File: src/verilog/cache_pkg.sv
package cache_pkg;

	// ========================================================================
	// Cache geometry
	// ========================================================================

	// Byte address width seen by the requester and the memory port
	localparam int ADDR_W = 32;
	// Four ways of 64 sets, each line sixteen bytes
	localparam int WAYS = 4;
	localparam int SETS = 64;
	localparam int LINE_BYTES = 16;

	// Address split into tag, set index and byte offset
	localparam int OFS_W = $clog2(LINE_BYTES);
	localparam int IDX_W = $clog2(SETS);
	localparam int TAG_W = ADDR_W - IDX_W - OFS_W;
	localparam int WAY_W = $clog2(WAYS);

	// Replacement LFSR width and its nonzero reset value
	localparam int LFSR_W = 8;
	localparam logic [LFSR_W-1:0] LFSR_SEED = 8'hA5;

	// ========================================================================
	// Field types
	// ========================================================================

	typedef logic [ADDR_W-1:0] address_t;
	// Upper address bits 31 down to 10
	typedef logic [TAG_W-1:0] tag_t;
	// Address bits 9 down to 4
	typedef logic [IDX_W-1:0] index_t;
	typedef logic [WAY_W-1:0] way_t;
	// Address with the byte offset dropped, as sent to memory
	typedef logic [ADDR_W-OFS_W-1:0] line_adr_t;
	// Word k of a line sits at bits 32k+31 down to 32k
	typedef logic [LINE_BYTES*8-1:0] line_t;
	typedef logic [31:0] word_t;

	// Lookup and refill sequence of the controller
	typedef enum logic [1:0] {
		ST_IDLE,
		ST_LOOKUP,
		ST_WAIT_MEM
	} ctrl_state_t;

endpackage

File: src/verilog/cache_replace.sv
`timescale 1ns/1ps

module cache_replace
	import cache_pkg::*;
(
	input  logic clk,
	input  logic rst_n,
	// One strobe per miss
	input  logic advance,
	// Occupancy of the set being refilled
	input  logic set_full,
	input  way_t free_way,
	// Way chosen for the refill
	output way_t victim
);

	// Fibonacci LFSR over x^8 + x^6 + x^5 + x^4 + 1
	logic [LFSR_W-1:0] lfsr_q;
	logic              lfsr_fb;

	assign lfsr_fb = lfsr_q[7] ^ lfsr_q[5] ^ lfsr_q[4] ^ lfsr_q[3];

	// The sequence only moves on a miss
	always_ff @(posedge clk or negedge rst_n)
	begin
		if (!rst_n)
			lfsr_q <= LFSR_SEED;
		else if (advance)
			lfsr_q <= {lfsr_q[LFSR_W-2:0], lfsr_fb};
	end

	// An empty way is always taken first
	// Once the set is full the low LFSR bits pick a random way
	assign victim = set_full ? lfsr_q[WAY_W-1:0] : free_way;

	// The all zero state would lock up and leave way 0 as the only victim
	a_lfsr_nonzero: assert property (
		@(posedge clk) disable iff (!rst_n) lfsr_q != '0
	) else $error("replacement LFSR reached zero");

endmodule

File: config.mk
export PLATFORM = sky130hd
export DESIGN_NAME = cache_replace
export DESIGN_NICKNAME = d
export VERILOG_FILES = /design/src/verilog/cache_pkg.sv /design/src/verilog/cache_replace.sv
export SDC_FILE = /design/constraint.sdc
export NUM_CORES = 1
export LEC_CHECK = 0
export ABC_CLOCK_PERIOD_IN_PS = 1010
export BUFFER_PORTS_ARGS = -buffer_cell sky130_fd_sc_hd__buf_2
export CAP_MARGIN = 20
export CORE_AREA = 2 2 39 41
export DETAILED_ROUTE_END_ITERATION = 16
export DIE_AREA = 0 0 41 43
export GPL_TIMING_DRIVEN = 0
export PLACE_DENSITY = 0.53
export SETUP_SLACK_MARGIN = 0.15
export SKIP_CTS_REPAIR_TIMING = 1
export SLEW_MARGIN = 25
export SYNTH_ARGS = -nofsm -noshare
export SYNTH_HDL_FRONTEND = slang
export SYNTH_SLANG_ARGS = --single-unit
File: constraint.sdc
create_clock -name clk -period 1.01 [get_ports clk]
set_input_delay 0.1515 -clock clk [delete_from_list [all_inputs] [get_ports clk]]
set_output_delay 0.1515 -clock clk [all_outputs]
set_load 0.02 [all_outputs]
After elaboration in Yosys (flattened, before gate mapping)
Cells that the tools add are included.
{ "op_classes": {"n_mux": 1, "bitwise_logic": 3} }
{ "op_table": {"columns": ["cell", "n"], "rows": [
  ["$xor 1x1->1", 3],
  ["$mux 2", 1]
]} }
{ "totals": {"reg_bits": 8, "word_cells": 5, "input_bits": 6, "out_inout_bits": 2} }

Longest topological paths before layout
{ "depth": {"depth_word": 3, "depth_mapped": 3, "ltp_nobuf": 3} }

Least setup slack after synthesis
No wires, ideal clock.
{ "synth_path": {"path_kind": "reg-to-reg", "startpoint": "register lfsr_q[5]", "endpoint": "register lfsr_q[0]", "required_ns": 0.937, "arrival_ns": 0.857, "period_less_slack_ns": 0.930, "slack_ns": 0.080, "path_buffers": 0, "setup_ns": 0.073, "path_stages_with_launch": 4, "cell_sequence": "dfstp_2 xnor2_1 xnor2_1 a21oi_1"} }
{ "synth_between": {"elab_chain_cells": 3} }
{ "synth_lines": {"columns": ["item", "line_no", "rtl"], "rows": [
  ["start, declared", "cache_replace.sv:18", "logic [LFSR_W-1:0] lfsr_q;"],
  ["start signal, assigned", "cache_replace.sv:29", "lfsr_q <= {lfsr_q[LFSR_W-2:0], lfsr_fb};"],
  ["$xor 1x1->1 (3 in series)", "cache_replace.sv:21", "assign lfsr_fb = lfsr_q[7] ^ lfsr_q[5] ^ lfsr_q[4] ^ lfsr_q[3];"]
]} }
Every way passes these cells.
A chain may end at the register's enable or synchronous reset.

Worst setup path after layout
{ "layout_path": {"startpoint": "register lfsr_q[0]", "endpoint": "output port victim[0]"} }
{ "layout_between": {"elab_chain_cells": 1} }
{ "layout_lines": {"columns": ["item", "line_no", "rtl"], "rows": [
  ["$mux 2", "cache_replace.sv:34", "assign victim = set_full ? lfsr_q[WAY_W-1:0] : free_way;"],
  ["end, declared", "cache_replace.sv:14", "output way_t victim"]
]} }
Every way passes these cells.

==> summary.txt <==
Timing
  – Final Worst Setup Slack: -0.183 ns
  – Setup repair after global routing missed its margin: yes
  – Final Skew: 0.00330 ns
  – Upper clock frequency limit: approximately 840 MHz
  – Final critical delay including setup and external delays: between 1 and 1.5 ns
  – Endpoints failing hold: 0
  – Max-slew headroom: 88.0%
  – Tightest Pin Transition: 0.179 ns
  – Period utilisation layout: 118%
  – Min Hold Slack: between 0.15 and 0.2 ns
  – Final count of negative-setup-slack endpoints: 2
  – Number of max-slew violations in the final report: 0

GRT
  – First-pass GRT wire length: 855 um
  – Largest net degree at the start of global routing: 10
  – Number of global-route vias before repair: 231
  – Total congestion overflow: 0
  – Overall fraction of global-route tracks in use: 7.99%
  – Antenna violations before repair: 0

Placement
  – Routability Congestion: 0.647
  – Number of port buffers: 6
  – Cell total after placement: 45

Setup path
  – Startpoint class of the critical path: flop
  – Cells along the critical path: mux2_4 -> buf_6
  – Crit path DAT: 1.04 ns
  – Slowest cell on crit path: sky130_fd_sc_hd__dfstp_2
  – Class of the most critical setup path: reg -> out
  – Maximum fanout along the worst path: 3
  – Largest stage delay on the critical path: 0.54 ns
  – Kind of capture point of the worst setup path: primary output
  – Req. time, crit path: ~0.86 ns

Synthesis
  – Dominant cell by count in the synthesized netlist: sky130_fd_sc_hd__mux2_2
  – Flip-flop cell with the highest count after synthesis: sky130_fd_sc_hd__dfstp_2
  – XOR/XNOR Fraction of Synth Area: 7.58%
  – Area share of fa/ha/maj cells after synthesis: 0%
  – Netlist cell types: 7
  – Flip-flop and latch count after synthesis: 8
  – Synth Area in Compound Gates: 1.44%
  – Mapped Cells: 23
  – Area of the mapped netlist: around 350 um2
  – Leading cell types by total area after synthesis: sky130_fd_sc_hd__dfstp_2 (30%), sky130_fd_sc_hd__mux2_2 (29%), sky130_fd_sc_hd__dfrtp_1 (29%), sky130_fd_sc_hd__xnor2_1 (7.6%), sky130_fd_sc_hd__a21oi_1 (1.4%)
  – Share of the synthesized area in the top cell type: between 30 and 40%
  – Number of synthesis warnings: 0
  – Total nets after synthesis: 29
  – Simple logic cell fraction of the synthesized area: 1.08%
  – Combinational family with the most area after synthesis: multiplexers
  – Mean area per synthesized cell: 15.1 um2
  – Library cell with the largest summed area after synthesis: sky130_fd_sc_hd__dfstp_2
  – EDFF count, synth: 0
  – Proportion of synthesized area in mux cells: about 29%
  – Synth top cells by count: sky130_fd_sc_hd__mux2_2 (9), sky130_fd_sc_hd__dfrtp_1 (4), sky130_fd_sc_hd__dfstp_2 (4)
  – Sequential element share of the synthesized area: 59.2%
  – Share of flip-flops with an asynchronous set or reset: 100%

Routing
  – Pre-Repair DR Iteration Count: 2
  – Met2 layer wire length in the routed design: ~260 um
  – DRC violations left: 0
  – Total vias in the final route: around 210
  – Post-Route M1 WL: 194 um
  – Top layer reached by signal wires: met4
  – Final wirelength: 507 um
  – Drt initial violations: 1
  – Routed wire length on met3: just over 40 um
  – Vias per inst: 4.33
  – Average wire per cell in the routed design: 10.3 um
  – Remaining antenna violation count: 0

Layout
  – Max reg flops: 8
  – Share of layout cells above drive strength 1: 72.7%
  – Register with the most flip-flops: lfsr_q
  – Registers with the most flip-flops: lfsr_q x8
  – Area added between synthesis and finish: 31.8%
  – # diodes: 0
  – Total area of multi-input combinational cells: between 150 and 200 um2
  – Fin cells: 49
  – Final core utilization: 33.0%
  – Number of nets at the end of the flow: 41
  – Sequential cell area: 205 um2
  – Number of filler instances in the final layout: ~140

Die
  – Chip Width: approximately 41 um
  – Effective utilization at floorplan: 25.0%
  – Area of the core region: 0.00138 mm2
  – Cell row count: 14
  – Number of I/O pins: 8
  – Die outline height: roughly 43 um
  – Area of the die: 0.00176 mm2

Clock network
  – Clock Tree Root: sky130_fd_sc_hd__clkbuf_4
  – TritonCTS clock tree: built
  – Number of H-tree levels: 1
  – Num CTS Buffers: 3
  – Max Buffers Root-to-Sink: 2
  – Sink count of the clock tree: 8
  – Clock slew seen by the registers of the worst setup and hold paths: around 0.06 ns
  – Insertion delay to the later sink of the worst-skew pair: 0.25 ns

Power and ir drop
  – Total power: 1.41 mW
  – Leak Pwr: 0.195 nW
  – Maximum vdd ir drop: 0.00111 V
  – Power per cell area: about 3100 mW/mm2

Outcome
  – Result of the run: finished, violations left
  – Failing checks: negative setup slack

Hold path
  – Class of the most critical hold timing path: in -> reg

Flow run
  – Max cap viols: 0
-- critical path: cells and delay by family (launching register included) --
kind | cells | cell delay, ns
flip-flops | 1 | 0.54
multiplexers | 1 | 0.14
buffers and inverters | 1 | 0.11
-- routing by layer --
metal / global-route usage, % / up-vias
met1: 6.58 / 106
li1: - / 98
met2: 11.9 / 6
met3: 3.14 / 2
met5: 0 / -
met4: 10.0 / 0
-- cells in the final DEF, fill, tap and decap left out --
master and instances:
sky130_fd_sc_hd__buf_2 5, sky130_fd_sc_hd__buf_6 2, sky130_fd_sc_hd__dlygate4sd3_1 1, sky130_fd_sc_hd__dfstp_2 4, sky130_fd_sc_hd__a21oi_1 1, sky130_fd_sc_hd__mux2_2 7, sky130_fd_sc_hd__nor2_1 1, sky130_fd_sc_hd__mux2_4 2
sky130_fd_sc_hd__xnor2_2 1, sky130_fd_sc_hd__xnor2_1 2, sky130_fd_sc_hd__clkbuf_4 3, sky130_fd_sc_hd__dfrtp_1 4
-- kinds of logic after synthesis --
kind of cell / Yosys count
xor+xnor: 3
flops: 8
mux: 9
compound gates: 1
buf+inv: 1
simple gates: 1
-- path summary, 6_finish.rpt --
check	slack, ns	cells after the start	startpoint	endpoint
setup / recovery	-0.18	2	lfsr_q[0]	victim[0]
hold / removal	0.18	2	advance	lfsr_q[0]
setup reg to reg	0.08	3	lfsr_q[7]	lfsr_q[0]
hold reg to reg	0.51	1	lfsr_q[6]	lfsr_q[6]
max in group asynchronous	0.50	2	rst_n	lfsr_q[5]
min in group asynchronous	0.27	2	rst_n	lfsr_q[1]
-- through the flow --
stage | cell area, um2 | setup slack, ns | TNS, ns
detailed placement | 408 | 0.0507 | 0
global route | 457 | -0.219 | -0.423
finish | 457 | -0.183 | -0.358
CTS | 430 | -0.227 | -0.438
floorplan | 358 | 0.0963 | 0
global placement | 408 | 0.0660 | 0
-- where the power goes --
| group | total, mW | internal, mW | leakage, nW | switching [mW] |
|---|---|---|---|---|
| combinational | 0.496 | 0.335 | 0.0935 | 0.161 |
| sequential | 0.668 | 0.546 | 0.0873 | 0.122 |
| clock | 0.242 | 0.136 | 0.0138 | 0.106 |
-- area by class of cell --
class | count | area share [%]
multi-input combinational | 14 | 33.2
timing repair buffer | 7 | 11.5
sequential | 8 | 44.9
tap | 16 | 4.38
buffer | 1 | 1.10
clock buffer | 3 | 4.93
No activity file was read; power rests on OpenSTA's default activity.
