**src/verilog/cache_pkg.sv**
```systemverilog
package cache_pkg;

	// ========================================================================
	// Cache geometry
	// ========================================================================

	// Byte address width seen by the requester and the memory port
	localparam int ADDR_W = 32;
	// Four ways of 64 sets, each line sixteen bytes
	localparam int WAYS = 4;
	localparam int SETS = 64;
	localparam int LINE_BYTES = 16;

	// Address split into tag, set index and byte offset
	localparam int OFS_W = $clog2(LINE_BYTES);
	localparam int IDX_W = $clog2(SETS);
	localparam int TAG_W = ADDR_W - IDX_W - OFS_W;
	localparam int WAY_W = $clog2(WAYS);

	// Replacement LFSR width and its nonzero reset value
	localparam int LFSR_W = 8;
	localparam logic [LFSR_W-1:0] LFSR_SEED = 8'hA5;

	// ========================================================================
	// Field types
	// ========================================================================

	typedef logic [ADDR_W-1:0] address_t;
	// Upper address bits 31 down to 10
	typedef logic [TAG_W-1:0] tag_t;
	// Address bits 9 down to 4
	typedef logic [IDX_W-1:0] index_t;
	typedef logic [WAY_W-1:0] way_t;
	// Address with the byte offset dropped, as sent to memory
	typedef logic [ADDR_W-OFS_W-1:0] line_adr_t;
	// Word k of a line sits at bits 32k+31 down to 32k
	typedef logic [LINE_BYTES*8-1:0] line_t;
	typedef logic [31:0] word_t;

	// Lookup and refill sequence of the controller
	typedef enum logic [1:0] {
		ST_IDLE,
		ST_LOOKUP,
		ST_WAIT_MEM
	} ctrl_state_t;

endpackage

```
**src/verilog/cache_hit.sv**
```systemverilog
`timescale 1ns/1ps

module cache_hit
	import cache_pkg::*;
(
	// Tag of the pending request
	input  tag_t            tag,
	// Registered contents of the addressed set
	input  tag_t [WAYS-1:0] rd_tags,
	input  logic [WAYS-1:0] rd_valid,
	// Lookup result
	output logic            hit,
	output way_t            hit_way,
	// Set occupancy, used to choose a refill way
	output logic            set_full,
	output way_t            free_way
);

	// One bit per way that holds the requested tag
	logic [WAYS-1:0] way_hit;

	// ========================================================================
	// Tag compare
	// ========================================================================

	// A stored tag only counts when the way is valid
	always_comb
	begin
		for (int w = 0; w < WAYS; w++)
			way_hit[w] = rd_valid[w] && (rd_tags[w] == tag);
	end

	assign hit = |way_hit;

	// Encode the hitting way
	// With at most one way hitting the loop order does not matter
	always_comb
	begin
		hit_way = '0;
		for (int w = 0; w < WAYS; w++)
			if (way_hit[w])
				hit_way = way_t'(w);
	end

	// ========================================================================
	// Occupancy
	// ========================================================================

	assign set_full = &rd_valid;

	// Lowest numbered empty way, scanned from the top so the lowest wins
	// Only meaningful while the set is not full
	always_comb
	begin
		free_way = '0;
		for (int w = WAYS - 1; w >= 0; w--)
			if (!rd_valid[w])
				free_way = way_t'(w);
	end

	// A refill only happens after a miss on the same tag, so the tag store
	// can never hold one tag twice in a set
	always_comb
	begin
		a_one_way_hit: assert final ($onehot0(way_hit))
			else $error("more than one way hit");
	end

endmodule

```
**config.mk**
```make
export PLATFORM = sky130hd
export DESIGN_NAME = cache_hit
export DESIGN_NICKNAME = d
export VERILOG_FILES = /design/src/verilog/cache_pkg.sv /design/src/verilog/cache_hit.sv
export SDC_FILE = /design/constraint.sdc
export NUM_CORES = 1
export LEC_CHECK = 0
export ABC_AREA = 0
export BUFFER_PORTS_ARGS = -buffer_cell sky130_fd_sc_hd__buf_2
export CORE_AREA = 2 2 52 66
export DETAILED_ROUTE_END_ITERATION = 8
export DIE_AREA = 0 0 54 68
export GPL_TIMING_DRIVEN = 0
export PLACE_DENSITY = 0.81
export SLEW_MARGIN = 10
export SYNTH_ARGS = -nofsm -noshare
export SYNTH_HDL_FRONTEND = slang
export SYNTH_SLANG_ARGS = --single-unit
```
**constraint.sdc**
```tcl
create_clock -name vclk -period 1.4
set_input_delay 0.21 -clock vclk [all_inputs]
set_output_delay 0.21 -clock vclk [all_outputs]
set_load 0.03 [all_outputs]
```
### Word level (Yosys, flattened, before mapping)

Index checks and enable logic that the tools add are counted.

* mux-type cells: 7
* reduce and logical (&&, ||, !) cells: 6
* eq/ne operators: 4

Operators by type and width (number)
* $eq A22 B22 Y1: 4
* $mux W2: 6
* $logic_and A1 B1 Y1: 4
* $reduce_and A4 Y1: 1
* $reduce_or A4 Y1: 1
* $mux W1: 1

* bits in registers: 0
* word-level logic and storage cells: 17
* input bits: 114
* output and inout port bits: 6

### Logic depth before layout (Yosys ltp)

Gate-level depths: netlist (run 1).

* word-level depth: 5
* gate-level depth with buffers: 6
* mapped depth without buffers: 5

### Least setup slack after synthesis (run 1)

OpenSTA, ideal clock, no wires.

* kind: input port to output port
* start: input tag[3]
* end: output hit_way[0]
* path buffers: 1
* data arrival time: 1.534 ns
* required time: 1.190 ns
* slack: -0.344 ns
* stages on the path: 6
* cells stage by stage: clkbuf_1 > xnor2_1 > nand4_1 > nor2_1 > nand4_1 > o21ai_0

* word-level cells in the longest chain between the ends: 5
* elaborated cells on any way between the ends: 9
* those cells by class: 3 x eq/ne; 3 x mux; 3 x reduce/logical

RTL lines
* start, declared: line cache_hit.sv:7 `input tag_t tag,`
* $eq A22 B22 Y1: line cache_hit.sv:30 `way_hit[w] = rd_valid[w] && (rd_tags[w] == tag);`
* $logic_and A1 B1 Y1: line cache_hit.sv:30
* $mux W1: line cache_hit.sv:41 `if (way_hit[w])`
* $mux W2: line cache_hit.sv:41
* $mux W2 (*): line cache_hit.sv:41
* end, declared: line cache_hit.sv:13 `output way_t hit_way,`

Every way passes the cells marked *; elsewhere a longest branch is shown, timed or not.

### Final worst setup path (run 1)

* start: input rd_tags[56] (netlist bit)
* end: output hit

* word-level cells in the longest chain between the ends: 3

RTL lines
* start, declared: line cache_hit.sv:9 `input tag_t [WAYS-1:0] rd_tags,`
* $eq A22 B22 Y1: line cache_hit.sv:30
* $logic_and A1 B1 Y1: line cache_hit.sv:30
* $reduce_or A4 Y1: line cache_hit.sv:33 `assign hit = |way_hit;`
* end, declared: line cache_hit.sv:12 `output logic hit,`

No other way between the ends.

==> impl_metrics.env, run 1 <==
export IMPL_status="complete, but fails checks"
export IMPL_violations="negative setup slack"
export IMPL_coreArea_sq_um=3110
export IMPL_worst_setup_path_start_kind="input pin"
export IMPL_power_leakage_nw=0.829
export IMPL_worst_slew_pin_slew_ps=395
export IMPL_portBuffers=119
export IMPL_grt_pass1_wl_um=5470
export IMPL_gp_congestion=0.752
export IMPL_setup_violations=3
export IMPL_rows=23
export IMPL_syn_nets=245
export IMPL_hold_viol=0
export IMPL_final_nets=366
export IMPL_setup_ws_ps=-363
export IMPL_drtAntennaViolNets=0
export IMPL_fillers=317
export IMPL_dp_hpwl_um=3480
export IMPL_syn_to_final_growth_pct=75.1
export IMPL_avgRoutedWirePerCell_um=13.5
export IMPL_seq_area_frac_synth_pct=0
export IMPL_grt_overflow=0
export IMPL_top_layer="met4"
export IMPL_slew_headroom_pct=73.4
export IMPL_wl_met3_um=282
export IMPL_seq_cells=0
export IMPL_worstPathArrival_ps=1550
export IMPL_initial_core_util_pct=32.7
export IMPL_met1Wirelength_um=1350
export IMPL_wl_met2_um=2220
export IMPL_synthesis_instances=131
export IMPL_avgSynthCellArea_sq_um=7.76
export IMPL_fin_hold_ws_ps=759
export IMPL_worst_setup_path_type="in2out"
export IMPL_vias_per_cell=4.77
export IMPL_seqCellArea_sq_um=0
export IMPL_yosysWarningCount=0
export IMPL_grt_max_degree=5
export IMPL_multiInputGateArea_sq_um=1070
export IMPL_total_power_w=0.000519
export IMPL_drc_errors=0
export IMPL_drive_above_1_share_pct=51.2
export IMPL_synth_cell_types=14
export IMPL_crit_required_ps=1190
export IMPL_layout_commonest_cell="buf_2"
export IMPL_post_cts_buffers=0
export IMPL_dp_slack_ps=-545
export IMPL_die_area_sq_um=3670
export IMPL_rsz0062_at_grt="yes"
export IMPL_peakVddDrop_mv=0.148
export IMPL_end_kind="primary output"
export IMPL_drt_iter0_markers=7
export IMPL_num_antenna_cells=0
export IMPL_synth_area_sq_um=1020
export IMPL_cp_max_fo=2
export IMPL_n_clock_buffer=0
export IMPL_slew_violations=0
export IMPL_die_w_um=54
export IMPL_tns_ps=-914
export IMPL_dr_pass1_iters=4
export IMPL_period_needed_ps=1760
export IMPL_min_path_type="in2out"
export IMPL_finalCritPeriodShare_pct=126
export IMPL_layout_common_cells="buf_2 (106), xnor2_1 (43), xor2_1 (42), nand4_1 (15), buf_6 (8)"
export IMPL_grt_util_all_layers_pct=19.7
export IMPL_powerDensity_nw_per_um2=292
export IMPL_fmax_mhz=567
export IMPL_vias=1368
export IMPL_grt_pass1_vias=1336
export IMPL_ioPinCount=120
export IMPL_routed_wl_um=3870
export IMPL_drv_cap=0
export IMPL_die_height_um=68
export IMPL_antenna_found_initial=0
synth_stat cells, drive strengths merged:
master,n,area share (%)
a21boi,1,0.74
a21oi,1,0.49
clkbuf,1,0.37
nand2,3,1.1
nand2b,1,0.62
nand3,2,0.99
nand4,15,9.2
nor2,3,1.1
nor3,2,0.99
nor4,12,7.4
o21ai,1,0.49
or3,1,0.62
xnor2,43,37
xor2,45,39
metrics by stage:
| step | cells | area (sq um) | util (%) |
|---|---|---|---|
| finish | 287 | 1780 | 57.2 |
| global route | 287 | 1780 | 57.2 |
| CTS | 287 | 1750 | 56.2 |
| detailed placement | 287 | 1660 | 53.3 |
| global placement | 287 | 1660 | 53.3 |
| floorplan | 131 | 1020 | - |
layer usage:
metal / vias up / GRT usage (%)
met5: - / 0
met4: 0 / 1.88
met3: 2 / 0.873
met2: 59 / 43.0
met1: 615 / 20.1
li1: 692 / -
worst paths after layout:
kind	cells after the start	start	slack, ps	to
hold / removal	3	rd_valid[1]	760	free_way[0]
setup / recovery	7	rd_tags[56]	-360	hit
cells by family (layout without fill, tap and decap cells):
logic type	after synthesis	in the layout	synth area share, %
compound gates	3	3	1.72
xor+xnor	88	88	75.9
buf+inv	1	120	0.369
simple gates	39	39	22.0
layout make-up:
| type | instances | area share [%] |
|---|---|---|
| timing repair buffer | 119 | 37.0 |
| tap | 37 | 2.60 |
| multi-input combinational | 130 | 60.2 |
| buffer | 1 | 0.211 |
worst max-delay path, stage by stage:
cell and delay (ps):
buf_6 90, xor2_2 160, nor4_2 320, nand4_1 180, or3_4 360, nand4_1 90
buf_6 140
timing repair:
item                                    CTS  global route
hold endpoints to repair                  0             0
endpoints found under the setup margin    3             3
gates resized for setup                  22             9
pin swaps                                 8             4
hold buffers                              0             0
report_power, final:
group / total (W) / switching (W) / internal [W]
Clock: 0 / 0 / 0
Sequential: 0 / 0 / 0
Combinational: 0.000519 / 0.000236 / 0.000283
Total: 0.000519 / 0.000236 / 0.000283
Note: power is estimated with default switching activity, not from simulation.
==> run 2, diff against run 1 <==
CORE_AREA = 2 2 50 63   (was 2 2 52 66)
DIE_AREA = 0 0 52 65   (was 0 0 54 68)
PLACE_DENSITY = 0.87   (was 0.81)
clock period = 2.1 ns   (was 1.4 ns; I/O delays follow)
==> impl_metrics.env, run 2 (synthesis results as in run 1) <==
export IMPL_placed_area_sq_um=1660
export IMPL_die_area_sq_um=3380
export IMPL_cpPeakStageDelay_ps=350
export IMPL_drt_iter0_markers=6
export IMPL_syn_to_final_growth_pct=66.3
export IMPL_grt_overflow=0
export IMPL_antenna_found_initial=0
export IMPL_drive_above_1_share_pct=49.2
export IMPL_min_path_type="in2out"
export IMPL_num_antenna_cells=0
export IMPL_final_nets=366
export IMPL_rsz0062_at_grt="no"
export IMPL_coreArea_sq_um=2840
export IMPL_grt_pass1_vias=1367
export IMPL_gp_congestion=0.787
export IMPL_slew_headroom_pct=75.9
export IMPL_slew_violations=0
export IMPL_drc_errors=0
export IMPL_portBuffers=119
export IMPL_crit_top_cell="nand4_1"
export IMPL_vias=1369
export IMPL_startpoint="tag[19]"
export IMPL_rows=22
export IMPL_tns_ps=0
export IMPL_seq_cells=0
export IMPL_die_height_um=65
export IMPL_end_kind="primary output"
export IMPL_drv_cap=0
export IMPL_worst_slew_pin_slew_ps=359
export IMPL_grt_pass1_wl_um=5690
export IMPL_cp_max_fo=4
export IMPL_grt_max_degree=5
export IMPL_fmax_mhz=496
export IMPL_crit_buf_inv=2
export IMPL_routed_wl_um=3840
export IMPL_cp_cell_sequence="buf_2 -> xor2_1 -> nor4_2 -> nand4_1 -> or3_4 -> nand4_1 -> buf_6"
export IMPL_layout_commonest_cell="buf_2"
export IMPL_crit_family="simple AND/OR/NAND/NOR gates"
export IMPL_dp_cells=286
export IMPL_worst_setup_path_start_kind="input pin"
export IMPL_layout_common_cells="buf_2 (117), xor2_1 (45), xnor2_1 (43), nand4_1 (15), nor4_1 (9)"
export IMPL_final_util_pct=59.6
export IMPL_vias_per_cell=4.79
export IMPL_drtAntennaViolNets=0
export IMPL_layout_cells_non_filler=286
export IMPL_finalCritPeriodShare_pct=96.0
export IMPL_power_leakage_nw=0.808
export IMPL_crit_required_ps=1780
export IMPL_critical_path_slowest_cell="or3_4"
export IMPL_worst_setup_path_type="in2out"
export IMPL_status="completed"
export IMPL_hold_viol=0
export IMPL_die_w_um=52
export IMPL_worstPathArrival_ps=1700
export IMPL_total_power_w=0.000332
export IMPL_n_clock_buffer=0
export IMPL_ioPinCount=120
export IMPL_period_needed_ps=2020
export IMPL_initial_core_util_pct=35.8
export IMPL_peakVddDrop_mv=0.109
export IMPL_seqCellArea_sq_um=0
export IMPL_dr_pass1_iters=4
export IMPL_avgRoutedWirePerCell_um=13.4
export IMPL_grt_util_all_layers_pct=21.7
export IMPL_final_area_sq_um=1690
export IMPL_hp_start="rd_valid[1]"
export IMPL_setup_violations=0
export IMPL_powerDensity_nw_per_um2=197
export IMPL_dp_hpwl_um=3520
==> run 2: metrics by stage <==
step	hold WS, ps	worst slack (ps)
after detailed placement	964	-32.9
after global routing	994	4.94
after global placement	964	-53.9
after floorplan	784	146
final	960	83.8
after CTS	964	27.2
==> run 2: worst paths after layout <==
path  depth (start not counted)  slack (ps)          end
max                           7          80          hit
min                           3         960  free_way[0]
==> run 2: metal layers <==
metal  vias to the layer above  wire, um  global-route usage [%]
li1                        693         -                       -
met1                       612      1340                    21.7
met2                        62      2210                    47.3
met3                         2       279                    1.61
met4                         0        14                   0.987
met5                         -         0                       0
==> run 2: power breakdown <==
group          switching, W  leakage, nW  internal, W
Sequential                0            0            0
Combinational      0.000155        0.808     0.000177
Clock                     0            0            0
Total              0.000155        0.808     0.000177
==> run 2: repair_timing <==
action,4_1_cts,5_1_grt
hold buffers,0,0
resized for setup,1,7
pin swaps,0,2
buffers inserted,0,0
setup endpoints to repair,1,2
hold endpoints to repair,0,0
==> run 2: area by class of cell <==
cell class	count	area, sq um
Tap cell	36	45.0
Fill cell	302	1150
Buffer	1	3.75
Multi-Input combinational cell	130	1040
Timing Repair Buffer	119	604
==> run 3, diff against run 2 <==
CORE_AREA = 2 2 55 67   (was 2 2 50 63)
DIE_AREA = 0 0 57 69   (was 0 0 52 65)
MAX_ROUTING_LAYER = met4   (was unset)
PLACE_DENSITY = 0.79   (was 0.87)
clock period = 1.8 ns   (was 2.1 ns; I/O delays follow)
==> impl_metrics.env, run 3 (synthesis results as in run 1) <==
export IMPL_rsz0062_at_grt="yes"
export IMPL_drive_above_1_share_pct=52.4
export IMPL_dr_pass1_iters=4
export IMPL_end_kind="primary output"
export IMPL_peakVddDrop_mv=0.117
export IMPL_fin_hold_ws_ps=880
export IMPL_startpoint="rd_tags[57]"
export IMPL_power_leakage_nw=0.867
export IMPL_seq_cells=0
export IMPL_use_met3_pct=2.25
export IMPL_dp_slack_ps=-270
export IMPL_slew_violations=0
export IMPL_slew_headroom_pct=77.3
export IMPL_worst_setup_path_type="in2out"
export IMPL_period_needed_ps=1870
export IMPL_initial_core_util_pct=31.0
export IMPL_cp_max_fo=2
export IMPL_ioPinCount=120
export IMPL_violations="negative setup slack"
export IMPL_tns_ps=-127
export IMPL_worstPathArrival_ps=1600
export IMPL_final_util_pct=56.7
export IMPL_layout_common_cells="buf_2 (101), xor2_1 (43), xnor2_1 (41), nand4_1 (15), buf_6 (15)"
export IMPL_drv_cap=0
export IMPL_busiest_layer="met2"
export IMPL_gp_congestion=0.799
export IMPL_crit_required_ps=1530
export IMPL_met1_usage_pct=20.5
export IMPL_grt_pass1_wl_um=6020
export IMPL_die_area_sq_um=3930
export IMPL_final_area_sq_um=1860
export IMPL_portBuffers=119
export IMPL_cp_depth=7
export IMPL_coreArea_sq_um=3280
export IMPL_syn_to_final_growth_pct=83.1
export IMPL_grt_overflow=0
export IMPL_drt_iter0_markers=16
export IMPL_powerDensity_nw_per_um2=229
export IMPL_setup_ws_ps=-69.6
export IMPL_rows=23
export IMPL_hp_start="rd_valid[1]"
export IMPL_setup_violations=2
export IMPL_finalCritPeriodShare_pct=104
export IMPL_grt_util_all_layers_pct=19.5
export IMPL_critical_path_slowest_cell="or3_4"
export IMPL_antenna_found_initial=0
export IMPL_grt_pass1_vias=1382
export IMPL_drc_errors=0
export IMPL_use_met2_pct=38.2
export IMPL_fmax_mhz=535
export IMPL_status="complete, but fails checks"
export IMPL_avgRoutedWirePerCell_um=14.3
export IMPL_crit_buf_inv=2
export IMPL_cpPeakStageDelay_ps=360
export IMPL_whs_path_depth=3
export IMPL_grt_max_degree=5
export IMPL_routed_wl_um=4120
export IMPL_worst_slew_pin_slew_ps=338
export IMPL_seqCellArea_sq_um=0
export IMPL_die_w_um=57
export IMPL_die_height_um=69
export IMPL_final_nets=368
export IMPL_dp_hpwl_um=3550
export IMPL_drtAntennaViolNets=0
export IMPL_hold_viol=0
export IMPL_cp_cell_sequence="buf_6 -> xor2_2 -> nor4_2 -> nand4_1 -> or3_4 -> nand4_1 -> buf_6"
export IMPL_min_path_type="in2out"
export IMPL_n_clock_buffer=0
export IMPL_vias_per_cell=4.76
export IMPL_num_antenna_cells=0
export IMPL_layout_commonest_cell="buf_2"
export IMPL_worst_setup_path_start_kind="input pin"
export IMPL_crit_family="simple AND/OR/NAND/NOR gates"
export IMPL_vias=1377
export IMPL_placed_area_sq_um=1660
==> run 3: cell count changes in the layout (fill, tap and decap cells not counted), moves of 2 or more <==
cell / change
buf_2: -16
buf_6: +14
buf_4: +3
buf_8: +2
nor4_1: -2
nor4_2: +2
xnor2_1: -2
xnor2_2: +2
xor2_1: -2
xor2_2: +2
==> run 3: per-layer routing <==
metal,share of wire (%),vias to the layer above
li1,-,695
met1,34,611
met2,57,63
met3,6.8,8
met4,2.2,0
met5,0,-
==> run 3: final timing paths <==
check | slack (ps) | endpoint
worst max-delay path | -70 | hit
worst min-delay path | 880 | free_way[0]
==> run 3: timing repair <==
item | CTS | global route
setup endpoints to repair | 3 | 3
pin swaps | 14 | 9
hold buffers | 0 | 0
setup buffers | 2 | 0
endpoints found under the hold margin | 0 | 0
resized for setup | 31 | 14
==> run 3: power breakdown <==
group	internal (W)	switching, W
registers	0	0
logic	0.000236	0.000190
clock network	0	0
==> run 3: tightest hold or removal path, stage by stage <==
cell	delay [ps]
buf_2	90
a21boi_0	70
buf_2	170
==> run 3: final cells by class <==
class	instances	area [sq um]
plain buffers	1	3.75
well taps	37	46.3
fillers	328	1420
multi-input cells	130	1080
repair buffers	121	727
==> run 3: metrics by stage <==
step,power (W),cells
after floorplan,0.000175,131
after global placement,0.000375,287
after detailed placement,0.000381,287
after CTS,0.000414,289
after global routing,0.000464,289
final,0.000427,289
