==> src/verilog/cache_pkg.sv <==
package cache_pkg;

	// ========================================================================
	// Cache geometry
	// ========================================================================

	// Byte address width seen by the requester and the memory port
	localparam int ADDR_W = 32;
	// Four ways of 64 sets, each line sixteen bytes
	localparam int WAYS = 4;
	localparam int SETS = 64;
	localparam int LINE_BYTES = 16;

	// Address split into tag, set index and byte offset
	localparam int OFS_W = $clog2(LINE_BYTES);
	localparam int IDX_W = $clog2(SETS);
	localparam int TAG_W = ADDR_W - IDX_W - OFS_W;
	localparam int WAY_W = $clog2(WAYS);

	// Replacement LFSR width and its nonzero reset value
	localparam int LFSR_W = 8;
	localparam logic [LFSR_W-1:0] LFSR_SEED = 8'hA5;

	// ========================================================================
	// Field types
	// ========================================================================

	typedef logic [ADDR_W-1:0] address_t;
	// Upper address bits 31 down to 10
	typedef logic [TAG_W-1:0] tag_t;
	// Address bits 9 down to 4
	typedef logic [IDX_W-1:0] index_t;
	typedef logic [WAY_W-1:0] way_t;
	// Address with the byte offset dropped, as sent to memory
	typedef logic [ADDR_W-OFS_W-1:0] line_adr_t;
	// Word k of a line sits at bits 32k+31 down to 32k
	typedef logic [LINE_BYTES*8-1:0] line_t;
	typedef logic [31:0] word_t;

	// Lookup and refill sequence of the controller
	typedef enum logic [1:0] {
		ST_IDLE,
		ST_LOOKUP,
		ST_WAIT_MEM
	} ctrl_state_t;

endpackage

==> src/verilog/cache_ctrl.sv <==
`timescale 1ns/1ps

module cache_ctrl
	import cache_pkg::*;
(
	input  logic             clk,
	input  logic             rst_n,
	// Requester side
	input  logic             req,
	input  address_t         adr,
	// Lookup result
	input  logic             hit,
	input  way_t             hit_way,
	input  way_t             victim,
	input  line_t [WAYS-1:0] rd_lines,
	// Memory answer
	input  logic             mem_ack,
	input  line_t            mem_data,
	// Store read address and compare tag
	output index_t           rd_index,
	output tag_t             tag,
	// Refill into both stores
	output logic             fill,
	output way_t             fill_way,
	output index_t           fill_index,
	output tag_t             fill_tag,
	output line_t            fill_line,
	// Steps the replacement LFSR
	output logic             advance,
	// Response to the requester
	output logic             resp,
	output word_t            rdata,
	// Line request to memory
	output logic             mem_req,
	output line_adr_t        mem_adr
);

	ctrl_state_t state_q;
	ctrl_state_t state_d;

	// Request address, held until the response
	address_t adr_q;
	// Way that the pending miss refills
	way_t victim_q;
	// Word inside the line
	logic [OFS_W-3:0] word_sel;
	// Lookup outcome in ST_LOOKUP
	logic lookup_hit;
	logic lookup_miss;

	// Pick one 32-bit word out of a line
	function automatic word_t pick_word(line_t line, logic [OFS_W-3:0] sel);
		return line[sel*$bits(word_t) +: $bits(word_t)];
	endfunction

	// ========================================================================
	// Address fields
	// ========================================================================

	// In the req cycle the index comes straight from the port so the stores
	// read the set on the edge that samples req
	assign rd_index = (state_q == ST_IDLE) ? adr[OFS_W+IDX_W-1:OFS_W]
		: adr_q[OFS_W+IDX_W-1:OFS_W];
	assign tag = adr_q[ADDR_W-1:ADDR_W-TAG_W];
	assign word_sel = adr_q[OFS_W-1:2];

	always_ff @(posedge clk)
	begin
		if (state_q == ST_IDLE && req)
			adr_q <= adr;
	end

	// ========================================================================
	// State machine
	// ========================================================================

	assign lookup_hit = (state_q == ST_LOOKUP) && hit;
	assign lookup_miss = (state_q == ST_LOOKUP) && !hit;

	always_comb
	begin
		state_d = state_q;
		case (state_q)
			ST_IDLE:
				if (req)
					state_d = ST_LOOKUP;
			ST_LOOKUP:
				state_d = hit ? ST_IDLE : ST_WAIT_MEM;
			ST_WAIT_MEM:
				if (mem_ack)
					state_d = ST_IDLE;
			default:
				state_d = ST_IDLE;
		endcase
	end

	always_ff @(posedge clk or negedge rst_n)
	begin
		if (!rst_n)
			state_q <= ST_IDLE;
		else
			state_q <= state_d;
	end

	// ========================================================================
	// Refill and memory request
	// ========================================================================

	// The victim is taken before the LFSR steps on the same edge
	always_ff @(posedge clk)
	begin
		if (lookup_miss)
		begin
			victim_q <= victim;
			mem_adr <= adr_q[ADDR_W-1:OFS_W];
		end
	end

	assign advance = lookup_miss;

	// Memory data goes into both stores on the edge that samples mem_ack
	assign fill = (state_q == ST_WAIT_MEM) && mem_ack;
	assign fill_way = victim_q;
	assign fill_index = adr_q[OFS_W+IDX_W-1:OFS_W];
	assign fill_tag = tag;
	assign fill_line = mem_data;

	// Response and memory request strobes, one cycle each
	always_ff @(posedge clk or negedge rst_n)
	begin
		if (!rst_n)
		begin
			resp <= 1'b0;
			mem_req <= 1'b0;
		end
		else
		begin
			resp <= lookup_hit || fill;
			mem_req <= lookup_miss;
		end
	end

	// A refill answers from mem_data without a second lookup
	always_ff @(posedge clk)
	begin
		if (lookup_hit)
			rdata <= pick_word(rd_lines[hit_way], word_sel);
		else if (fill)
			rdata <= pick_word(mem_data, word_sel);
	end

	// Only one request may be outstanding
	a_req_when_idle: assert property (
		@(posedge clk) disable iff (!rst_n) req |-> state_q == ST_IDLE
	) else $error("req while a request is pending");

	a_ack_when_waiting: assert property (
		@(posedge clk) disable iff (!rst_n) mem_ack |-> state_q == ST_WAIT_MEM
	) else $error("mem_ack without an outstanding mem_req");

endmodule

==> config.mk <==
export PLATFORM = sky130hd
export DESIGN_NAME = cache_ctrl
export DESIGN_NICKNAME = d
export VERILOG_FILES = /design/src/verilog/cache_pkg.sv /design/src/verilog/cache_ctrl.sv
export SDC_FILE = /design/constraint.sdc
export NUM_CORES = 1
export LEC_CHECK = 0
export BUFFER_PORTS_ARGS = -buffer_cell sky130_fd_sc_hd__buf_4
export CORE_AREA = 2 2 357 359
export CTS_CLUSTER_SIZE = 14
export DETAILED_ROUTE_END_ITERATION = 6
export DIE_AREA = 0 0 359 361
export GPL_TIMING_DRIVEN = 0
export PLACE_DENSITY = 0.35
export SYNTH_ARGS = -nofsm -noshare
export SYNTH_HDL_FRONTEND = slang
export SYNTH_SLANG_ARGS = --single-unit
==> constraint.sdc <==
create_clock -name clk -period 4.2 [get_ports clk]
set_input_delay 0.84 -clock clk [delete_from_list [all_inputs] [get_ports clk]]
set_output_delay 0.84 -clock clk [all_outputs]
set_load 0.01 [all_outputs]
Yosys cells after proc, flatten, opt, wreduce, memory -nomap -nowiden
Cells that the tools add are included.
- mux-type cells: 9
- reduce and logical (&&, ||, !) cells: 9
- eq/ne operators: 4
- shift operators: 2
- $lt $le $gt $ge: 1
- operators with widths (operator ; number):
    128-bit binary-select mux with 2-bit select ; 1
    128-bit by 8-bit variable part select with 32-bit output ; 2
    128-bit 2-to-1 mux ; 1
    32-bit 2-to-1 mux ; 2
    2-bit 2-to-1 mux ; 3
    6-bit 2-to-1 mux ; 1
    2-bit case mux with 3 select lines ; 1
    1-bit logical AND ; 4
    2-bit inequality test, second input constant ; 2
    2-bit by 3-bit less-than comparator with 1-bit output, second input constant ; 1
    2-bit by 1-bit equality test with 1-bit output, second input constant ; 1
    2-bit equality test, second input constant ; 1
    2-bit zero test ; 1
    2-bit AND reduction ; 1
    2-bit nonzero test ; 1
    1-bit zero test ; 1
    1-bit logical OR ; 1
- bits of input ports: 681
- register bits: 98
- output and inout bits: 250

Logic depth before layout (Yosys ltp)
Gate-level depths: netlist (run 1).
- word-level depth: 4
- depth in mapped cells: 8

Worst setup path before layout (run 1)
OpenSTA, ideal clock, no wires.
- kind: input -> output
- from: input hit
- to: output advance
- required time: 3360 ps
- setup slack: -20 ps
- stages: 1
- data arrival time: 3380 ps
- path buffers: 0
- cells stage by stage: nor3b_1
- longest elaborated chain between the ends: 2
- RTL lines (what ; RTL line ; text):
    start, declared ; cache_ctrl.sv:12 ; input logic hit,
    1-bit zero test ; cache_ctrl.sv:78 ; assign lookup_miss = (state_q == ST_LOOKUP) && !hit;
    1-bit logical AND ; cache_ctrl.sv:78 ;
    end, declared ; cache_ctrl.sv:29 ; output logic advance,
Every way passes these cells.

Worst setup path after layout (run 1)
- from: register state_q[0]
- to: register rdata[20] (data pin)
- longest elaborated chain between the ends: 3
- RTL lines (what ; RTL line ; text):
    start, declared ; cache_ctrl.sv:38 ; ctrl_state_t state_q;
    start signal, assigned ; cache_ctrl.sv:102 ; state_q <= state_d;
    2-bit by 1-bit equality test with 1-bit output ; cache_ctrl.sv:77 ; assign lookup_hit = (state_q == ST_LOOKUP) && hit;
    1-bit logical AND ; cache_ctrl.sv:77 ;
    32-bit 2-to-1 mux ; cache_ctrl.sv:146 ; if (lookup_hit)
    end signal, assigned ; cache_ctrl.sv:147 ; rdata <= pick_word(rd_lines[hit_way], word_sel);
    end signal, assigned ; cache_ctrl.sv:149 ; rdata <= pick_word(mem_data, word_sel);
    end, declared ; cache_ctrl.sv:32 ; output word_t rdata,
Every way passes these cells.
A chain may end at the register's enable or synchronous reset.

==> results of run 1 <==
sequential cells by signal, summed over array words and instances, names as in the netlist:
signal and flops:
mem_req 1, resp 1, fill_way 2, rdata 32, mem_adr 28, adr_q 30
state_q 2
cells in the final DEF, fill, tap and decap left out, types with 2 or more instances in the layout:
cell / n
sky130_fd_sc_hd__clkbuf_16: 9
sky130_fd_sc_hd__clkbuf_1: 26
sky130_fd_sc_hd__dfrtp_1: 4
sky130_fd_sc_hd__buf_12: 4
sky130_fd_sc_hd__buf_4: 1105
sky130_fd_sc_hd__buf_8: 5
sky130_fd_sc_hd__a31o_1: 31
sky130_fd_sc_hd__and3b_1: 2
sky130_fd_sc_hd__nand2b_1: 2
sky130_fd_sc_hd__buf_2: 38
sky130_fd_sc_hd__inv_6: 2
sky130_fd_sc_hd__mux4_1: 5
sky130_fd_sc_hd__inv_1: 31
sky130_fd_sc_hd__nor2_1: 3
sky130_fd_sc_hd__clkbuf_8: 2
sky130_fd_sc_hd__o21ai_0: 33
sky130_fd_sc_hd__mux4_2: 91
sky130_fd_sc_hd__a2111oi_2: 31
sky130_fd_sc_hd__buf_6: 9
sky130_fd_sc_hd__a21oi_1: 33
sky130_fd_sc_hd__a211oi_1: 63
sky130_fd_sc_hd__mux2i_1: 64
sky130_fd_sc_hd__o22ai_1: 31
sky130_fd_sc_hd__nor3_1: 31
sky130_fd_sc_hd__inv_8: 2
sky130_fd_sc_hd__clkinvlp_4: 3
sky130_fd_sc_hd__diode_2: 17
sky130_fd_sc_hd__nand2_1: 63
sky130_fd_sc_hd__edfxtp_1: 92
sky130_fd_sc_hd__mux2_2: 6
layer usage:
layer  up-vias  track usage  wire (µm)
li1       5239            -          -
met3       148       0.0609      10200
met5         -            0        430
met2       713        0.297      56500
met4        68       0.0319       1770
met1      5991        0.211      47800
worst max-delay path, delay by kind of cell, from the launching register on:
| family | cells | cell delay [ns] |
|---|---|---|
| buffers and inverters | 3 | 1.40 |
| DFF | 1 | 0.37 |
| and+or+nand+nor | 1 | 0.73 |
| AOI/OAI and AO/OA | 2 | 0.91 |
final timing paths:
path / from / slack, ns / to / depth (start not counted)
max: state_q[0] / 0.49 / rdata[20] / 6
min: rst_n / 0.20 / resp / 1
max reg2reg: state_q[0] / 0.49 / rdata[20] / 6
min reg2reg: adr_q[6] / 0.48 / mem_adr[2] / 0
max in group asynchronous: rst_n / 3.86 / mem_req / 1
min in group clk: adr_q[6] / 0.48 / mem_adr[2] / 0
power by group through the flow:
stage          Sequential, µW  Clock [µW]  Combinational, µW
3_3_place_gp             1240           0               2230
3_5_place_dp             1240           0               2250
5_1_grt                  1230        1050               2330
6_report                 1220         967               2200
4_1_cts                  1220        1040               2260
2_1_floorplan            1250           0                850
per-stage QoR:
step	cells	utilization	hold slack, ns	TNS [ns]
3_5_place_dp	3471	0.152	0.469	-0.217
5_1_grt	3491	0.155	0.182	0
3_3_place_gp	3466	0.152	0.467	-0.871
4_1_cts	3487	0.155	0.161	0
2_1_floorplan	890	-	0.447	0
6_report	3504	0.155	0.201	0
cells by family after synthesis:
logic type / share of synthesized area
buffers and inverters: 0.197
AOI/OAI and AO/OA: 0.177
muxes: 0.289
and+or+nand+nor: 0.0503
DFF: 0.287
cell type report:
class | instances | share of cell area
clock inverters | 7 | 0.00322
plain buffers | 260 | 0.0954
diodes | 17 | 0.00219
flip-flops and latches | 96 | 0.147
well taps | 1650 | 0.106
repair buffers | 931 | 0.362
multi-input cells | 503 | 0.266
inverters | 31 | 0.00598
clock buffers | 9 | 0.0116
==> results.toml, run 1 <==
[timing]
timing.final.max_slew_violations = 0
rsz0062_at_grt = "no"
final.setup_skew_ns = 0.0333
final.min_clock_period_ns = 3.71
timing.final.hold_violations = 0
slew-limit-headroom = 0.122
post-route-period-util = 0.883
postLayoutSetupSlackWorst_ns = 0.491
maxClockFrequency_mhz = 270
worst_pin_slew_ns = 1.32
setup_violations = 0

[power]
comb_power_share = 0.502
power_uw = 4380
power.share.sequential = 0.278
switching_share = 0.386
intPower_uw = 2690
leakagePower_uw = 0.00848
worst_ir_drop_vdd_mv = 0.212
powerDensity_nw_per_um2 = 225
clock_power_share = 0.220
power.net_switching_uw = 1690

[clocking]
clk_path_buf_depth = 2
cts_setup_buffers = 0
clk_latency_worst_skew_pair_ns = 0.42
cts-htree-levels = 3
hold_buffers = 0
cts-root-buf = "sky130_fd_sc_hd__clkbuf_16"
clock_sinks = 96
cts-resized-gates = 0
cts_made_buffers = 9
clk_transition_reported_paths_ns = 0.12
tritoncts = "yes"

[floorplanning]
floorplan.core_area_um2 = 125000
fp.dieArea_um2 = 130000
die_h_um = 361
initial_core_util = 0.0797
fp-row-count = 130
chipWidth_um = 359
io_pins = 931

[place]
gp_congestion = 0.824
place_ws_ns = -0.188
placement.cell_area_um2 = 19100
io_buffers = 926
dp_hpwl_um = 103000

[synthesis]
synth-edff-count = 92
synth_top_cells_by_area = "sky130_fd_sc_hd__edfxtp_1 28%, sky130_fd_sc_hd__mux4_2 21%, sky130_fd_sc_hd__buf_4 13%, sky130_fd_sc_hd__mux2i_1 6.4%, sky130_fd_sc_hd__a211oi_1 4.7%"
synth-warning-count = 0
synth_fp_nets = 1571
yosys.area.top_type = "sky130_fd_sc_hd__edfxtp_1"
synth_seq_cells = 96
synth_async_sr_flop_share = 0.0417
post-synth-top-area-fraction = 0.276
synth.most_common_cell = "sky130_fd_sc_hd__buf_4"
yosys-top-cells-count = "179 x sky130_fd_sc_hd__buf_4, 92 x sky130_fd_sc_hd__edfxtp_1, 91 x sky130_fd_sc_hd__mux4_2, 64 x sky130_fd_sc_hd__mux2i_1"
share_of_synthesized_area_occupied_by_flip_flops_and_latches = 0.287
yosys_most_used_dff = "sky130_fd_sc_hd__edfxtp_1"
synth_cell_types = 37
netlist_instances = 890
synth_area_per_cell_um2 = 11.2
synth.cell_area_um2 = 9990

[detailed_routing]
final_routed_wire_length_divided_by_cell_count_um = 33.3
detailedRoute.firstPassIterationCount = 5
vias_per_cell = 3.47
drt_iter0_drc = 748
route.antenna.remaining_nets = 0
num_vias = 12159
detail_route.wirelength_um = 117000
drt_drc_violations_left = 0

[critical_path]
path_cells = "buf_2 > nand3b_1 > buf_2 > clkbuf_1 > a211oi_1 > a2111oi_2"
worst_ep_required_time_ns = 4.35
timing.critical_path.mode_cell = "sky130_fd_sc_hd__buf_2"
worstPathMaxFanout = 10
setup.worst_path.end_class = "register"
critPathMaxStageDelay_ns = 0.76
worst_setup_path_start_kind = "register"
timing_worst_setup_path_type = "register to register"
cp_slowest_cell = "sky130_fd_sc_hd__clkbuf_1"
critPathArrivalTime_ns = 3.85

[flow_run]
max-cap-violations = 0

[min_path]
hold_path.class = "input pin to async pin"

[global_routing]
grt-ovfl-total = 0
grt_pass1_wl_um = 143000
grt_antenna_before_repair = 86
total_global_routing_track_utilization = 0.174
grt_pass1_vias = 12442
grt_max_degree = 34

[final_layout]
number_of_fill_cells_in_the_layout = 14281
final_cell_area_um2 = 19400
regArea_um2 = 2860
multi_input_area_um2 = 5170
area_growth_pct = 94.6
layout-drive-gt1-share = 0.715
num-nets-final = 2513

[status]
run_status = "complete, no violations"
No activity file was read; power rests on OpenSTA's default activity.
==> run 2: changes to the inputs <==
--- a/config.mk
+++ b/config.mk
@@ -10,6 +10,7 @@
 export CTS_CLUSTER_SIZE = 14
 export DETAILED_ROUTE_END_ITERATION = 6
 export DIE_AREA = 0 0 359 361
+export GPL_ROUTABILITY_DRIVEN = 0
 export GPL_TIMING_DRIVEN = 0
 export PLACE_DENSITY = 0.35
 export SYNTH_ARGS = -nofsm -noshare
==> constraint.sdc (replaced) <==
create_clock -name clk -period 4.2 [get_ports clk]
set_input_delay 0.21 -clock clk [delete_from_list [all_inputs] [get_ports clk]]
set_output_delay 0.21 -clock clk [all_outputs]
set_load 0.01 [all_outputs]
==> run 2 against run 1 <==
  * Clock power increased by 7%
  * Highest routed layer unchanged
  * Cell count increased by 0.74%
  * Final area increased by 1.7%
  * Combinational power about the same
  * Wire length decreased by 2.5%
  * Worst setup slack got worse by 0.046 ns
  * Die area unchanged
==> results.toml, run 2 (synthesis results as in run 1) <==
[status]
run_status = "complete, no violations"

[power]
powerDensity_nw_per_um2 = 226
leakagePower_uw = 0.00865
worst_ir_drop_vdd_mv = 0.216

[critical_path]
worst_setup_path_start_kind = "register"
path_cells = "buf_2 > nand3b_1 > buf_2 > clkbuf_1 > a211oi_1 > a2111oi_2"
critPathMaxStageDelay_ns = 0.86
worstPathMaxFanout = 10
critPathArrivalTime_ns = 3.95
setup.worst_path.end_class = "register"
worst_ep_required_time_ns = 4.39
timing.critical_path.mode_cell = "sky130_fd_sc_hd__buf_2"
origin_of_the_worst_setup_path = "state_q[0]"
cp_slowest_cell = "sky130_fd_sc_hd__clkbuf_1"
regToRegStartpoint = "state_q[0]"
timing_worst_setup_path_type = "register to register"

[final_layout]
layout-drive-gt1-share = 0.701
final_cell_area_um2 = 19800
registers.top_by_ff_count = "rdata"
mostFrequentLayoutCell = "sky130_fd_sc_hd__buf_4"
num-nets-final = 2549
max_reg_flops = 32
layout_common_cells = "1105 x sky130_fd_sc_hd__buf_4, 92 x sky130_fd_sc_hd__edfxtp_1, 91 x sky130_fd_sc_hd__mux4_2"
reg_top3 = "rdata x32, adr_q x30, mem_adr x28"
area_growth_pct = 97.9

[timing]
setup_violations = 0
final.setup_skew_ns = 0.0406
slew-limit-headroom = 0.150
maxClockFrequency_mhz = 266
fin_worst_hold_slack_ns = 0.0430
final.min_clock_period_ns = 3.76
post-route-period-util = 0.894
worst_pin_slew_ns = 1.28
timing.final.hold_violations = 0
rsz0062_at_grt = "no"
timing.final.max_slew_violations = 0

[global_routing]
grt_antenna_before_repair = 60
total_global_routing_track_utilization = 0.169
grt_use_met2 = 0.290
grt_busiest_layer = "met2"
use_met1 = 0.216
grt_pass1_wl_um = 141000
grt_pass1_vias = 12661
grt_max_degree = 34
met3_usage = 0.0479
grt-ovfl-total = 0

[floorplanning]
fp-row-count = 130
die_h_um = 361
initial_core_util = 0.0797
floorplan.core_area_um2 = 125000
io_pins = 931
chipWidth_um = 359
fp.dieArea_um2 = 130000

[flow_run]
max-cap-violations = 0

[detailed_routing]
drt_drc_violations_left = 0
vias_per_cell = 3.45
detail_route.wirelength_um = 114000
drt_iter0_drc = 716
route.antenna.remaining_nets = 0
num_vias = 12188
detailedRoute.firstPassIterationCount = 5
final_routed_wire_length_divided_by_cell_count_um = 32.2

[place]
io_buffers = 926
dp_hpwl_um = 100000
placement.cell_area_um2 = 19100

[clocking]
cts_setup_buffers = 0
clock_sinks = 96
cts-htree-levels = 3
cts_made_buffers = 9
tritoncts = "yes"
clk_latency_worst_skew_pair_ns = 0.43
clk_path_buf_depth = 2
clk_transition_reported_paths_ns = 0.12
cts-root-buf = "sky130_fd_sc_hd__clkbuf_16"

[min_path]
hold_path.class = "input pin to register"
min-delay-start = "hit"
-- run 2: cell types whose count changed in the layout (fill, tap and decap cells not counted), moves of 3 or more --
cell and delta:
sky130_fd_sc_hd__dlygate4sd3_1 +34, sky130_fd_sc_hd__diode_2 -10, sky130_fd_sc_hd__buf_6 +3, sky130_fd_sc_hd__clkinvlp_4 -3
-- run 2: repair_timing --
action / in CTS / in global routing
gates resized for setup: 0 / 0
hold endpoints to repair: 37 / 0
hold buffers: 34 / 0
-- run 2: final timing paths --
check | endpoint | slack, ns | cells past startpoint
min reg2reg | mem_adr[1] | 0.49 | 0
min | mem_req | 0.04 | 2
min in group asynchronous | state_q[0] | 0.12 | 2
max in group asynchronous | mem_req | 3.95 | 2
max | rdata[18] | 0.44 | 6
max reg2reg | rdata[18] | 0.44 | 6
-- run 2: metal layers --
| layer | vias up | share of wire |
|---|---|---|
| li1 | 5290 | - |
| met1 | 6077 | 0.43 |
| met2 | 671 | 0.48 |
| met3 | 106 | 0.071 |
| met4 | 44 | 0.010 |
| met5 | - | 0.0025 |
-- run 2: stage by stage --
step | util | setup TNS (ns) | cells | power (µW) | setup slack [ns]
after floorplan | - | 0 | 890 | 2100 | 0.719
after global placement | 0.152 | -68.06 | 3466 | 3480 | -2.31
after detailed placement | 0.152 | 0 | 3473 | 3490 | 0.412
after CTS | 0.158 | 0 | 3523 | 4600 | 0.339
after global routing | 0.158 | 0 | 3524 | 4700 | 0.314
final | 0.158 | 0 | 3530 | 4470 | 0.445
-- run 2: cell type report --
class                   instances  area, µm²
fillers                     14271     106000
repair buffers                967       7390
multi-input cells             503       5170
flip-flops and latches         96       2860
well taps                    1650       2060
plain buffers                 260       1850
clock buffers                   9        225
inverters                      31        116
clock inverters                 7       78.8
diodes                          7       17.5
-- run 2: critical path, delay by kind of cell (launching register included) --
family | cells | cell delay [ns]
buffers and inverters | 3 | 1.52
AND/OR/NAND/NOR | 1 | 0.72
flip-flops | 1 | 0.37
AO/OA/AOI/OAI | 2 | 0.85
-- run 2: power by group --
group	total (µW)	internal (µW)	leakage, µW	switching (µW)
clock	1030	475	0.000151	551
sequential	1220	1170	0.000906	44.0
combinational	2230	1120	0.00759	1100
total	4470	2770	0.00865	1700
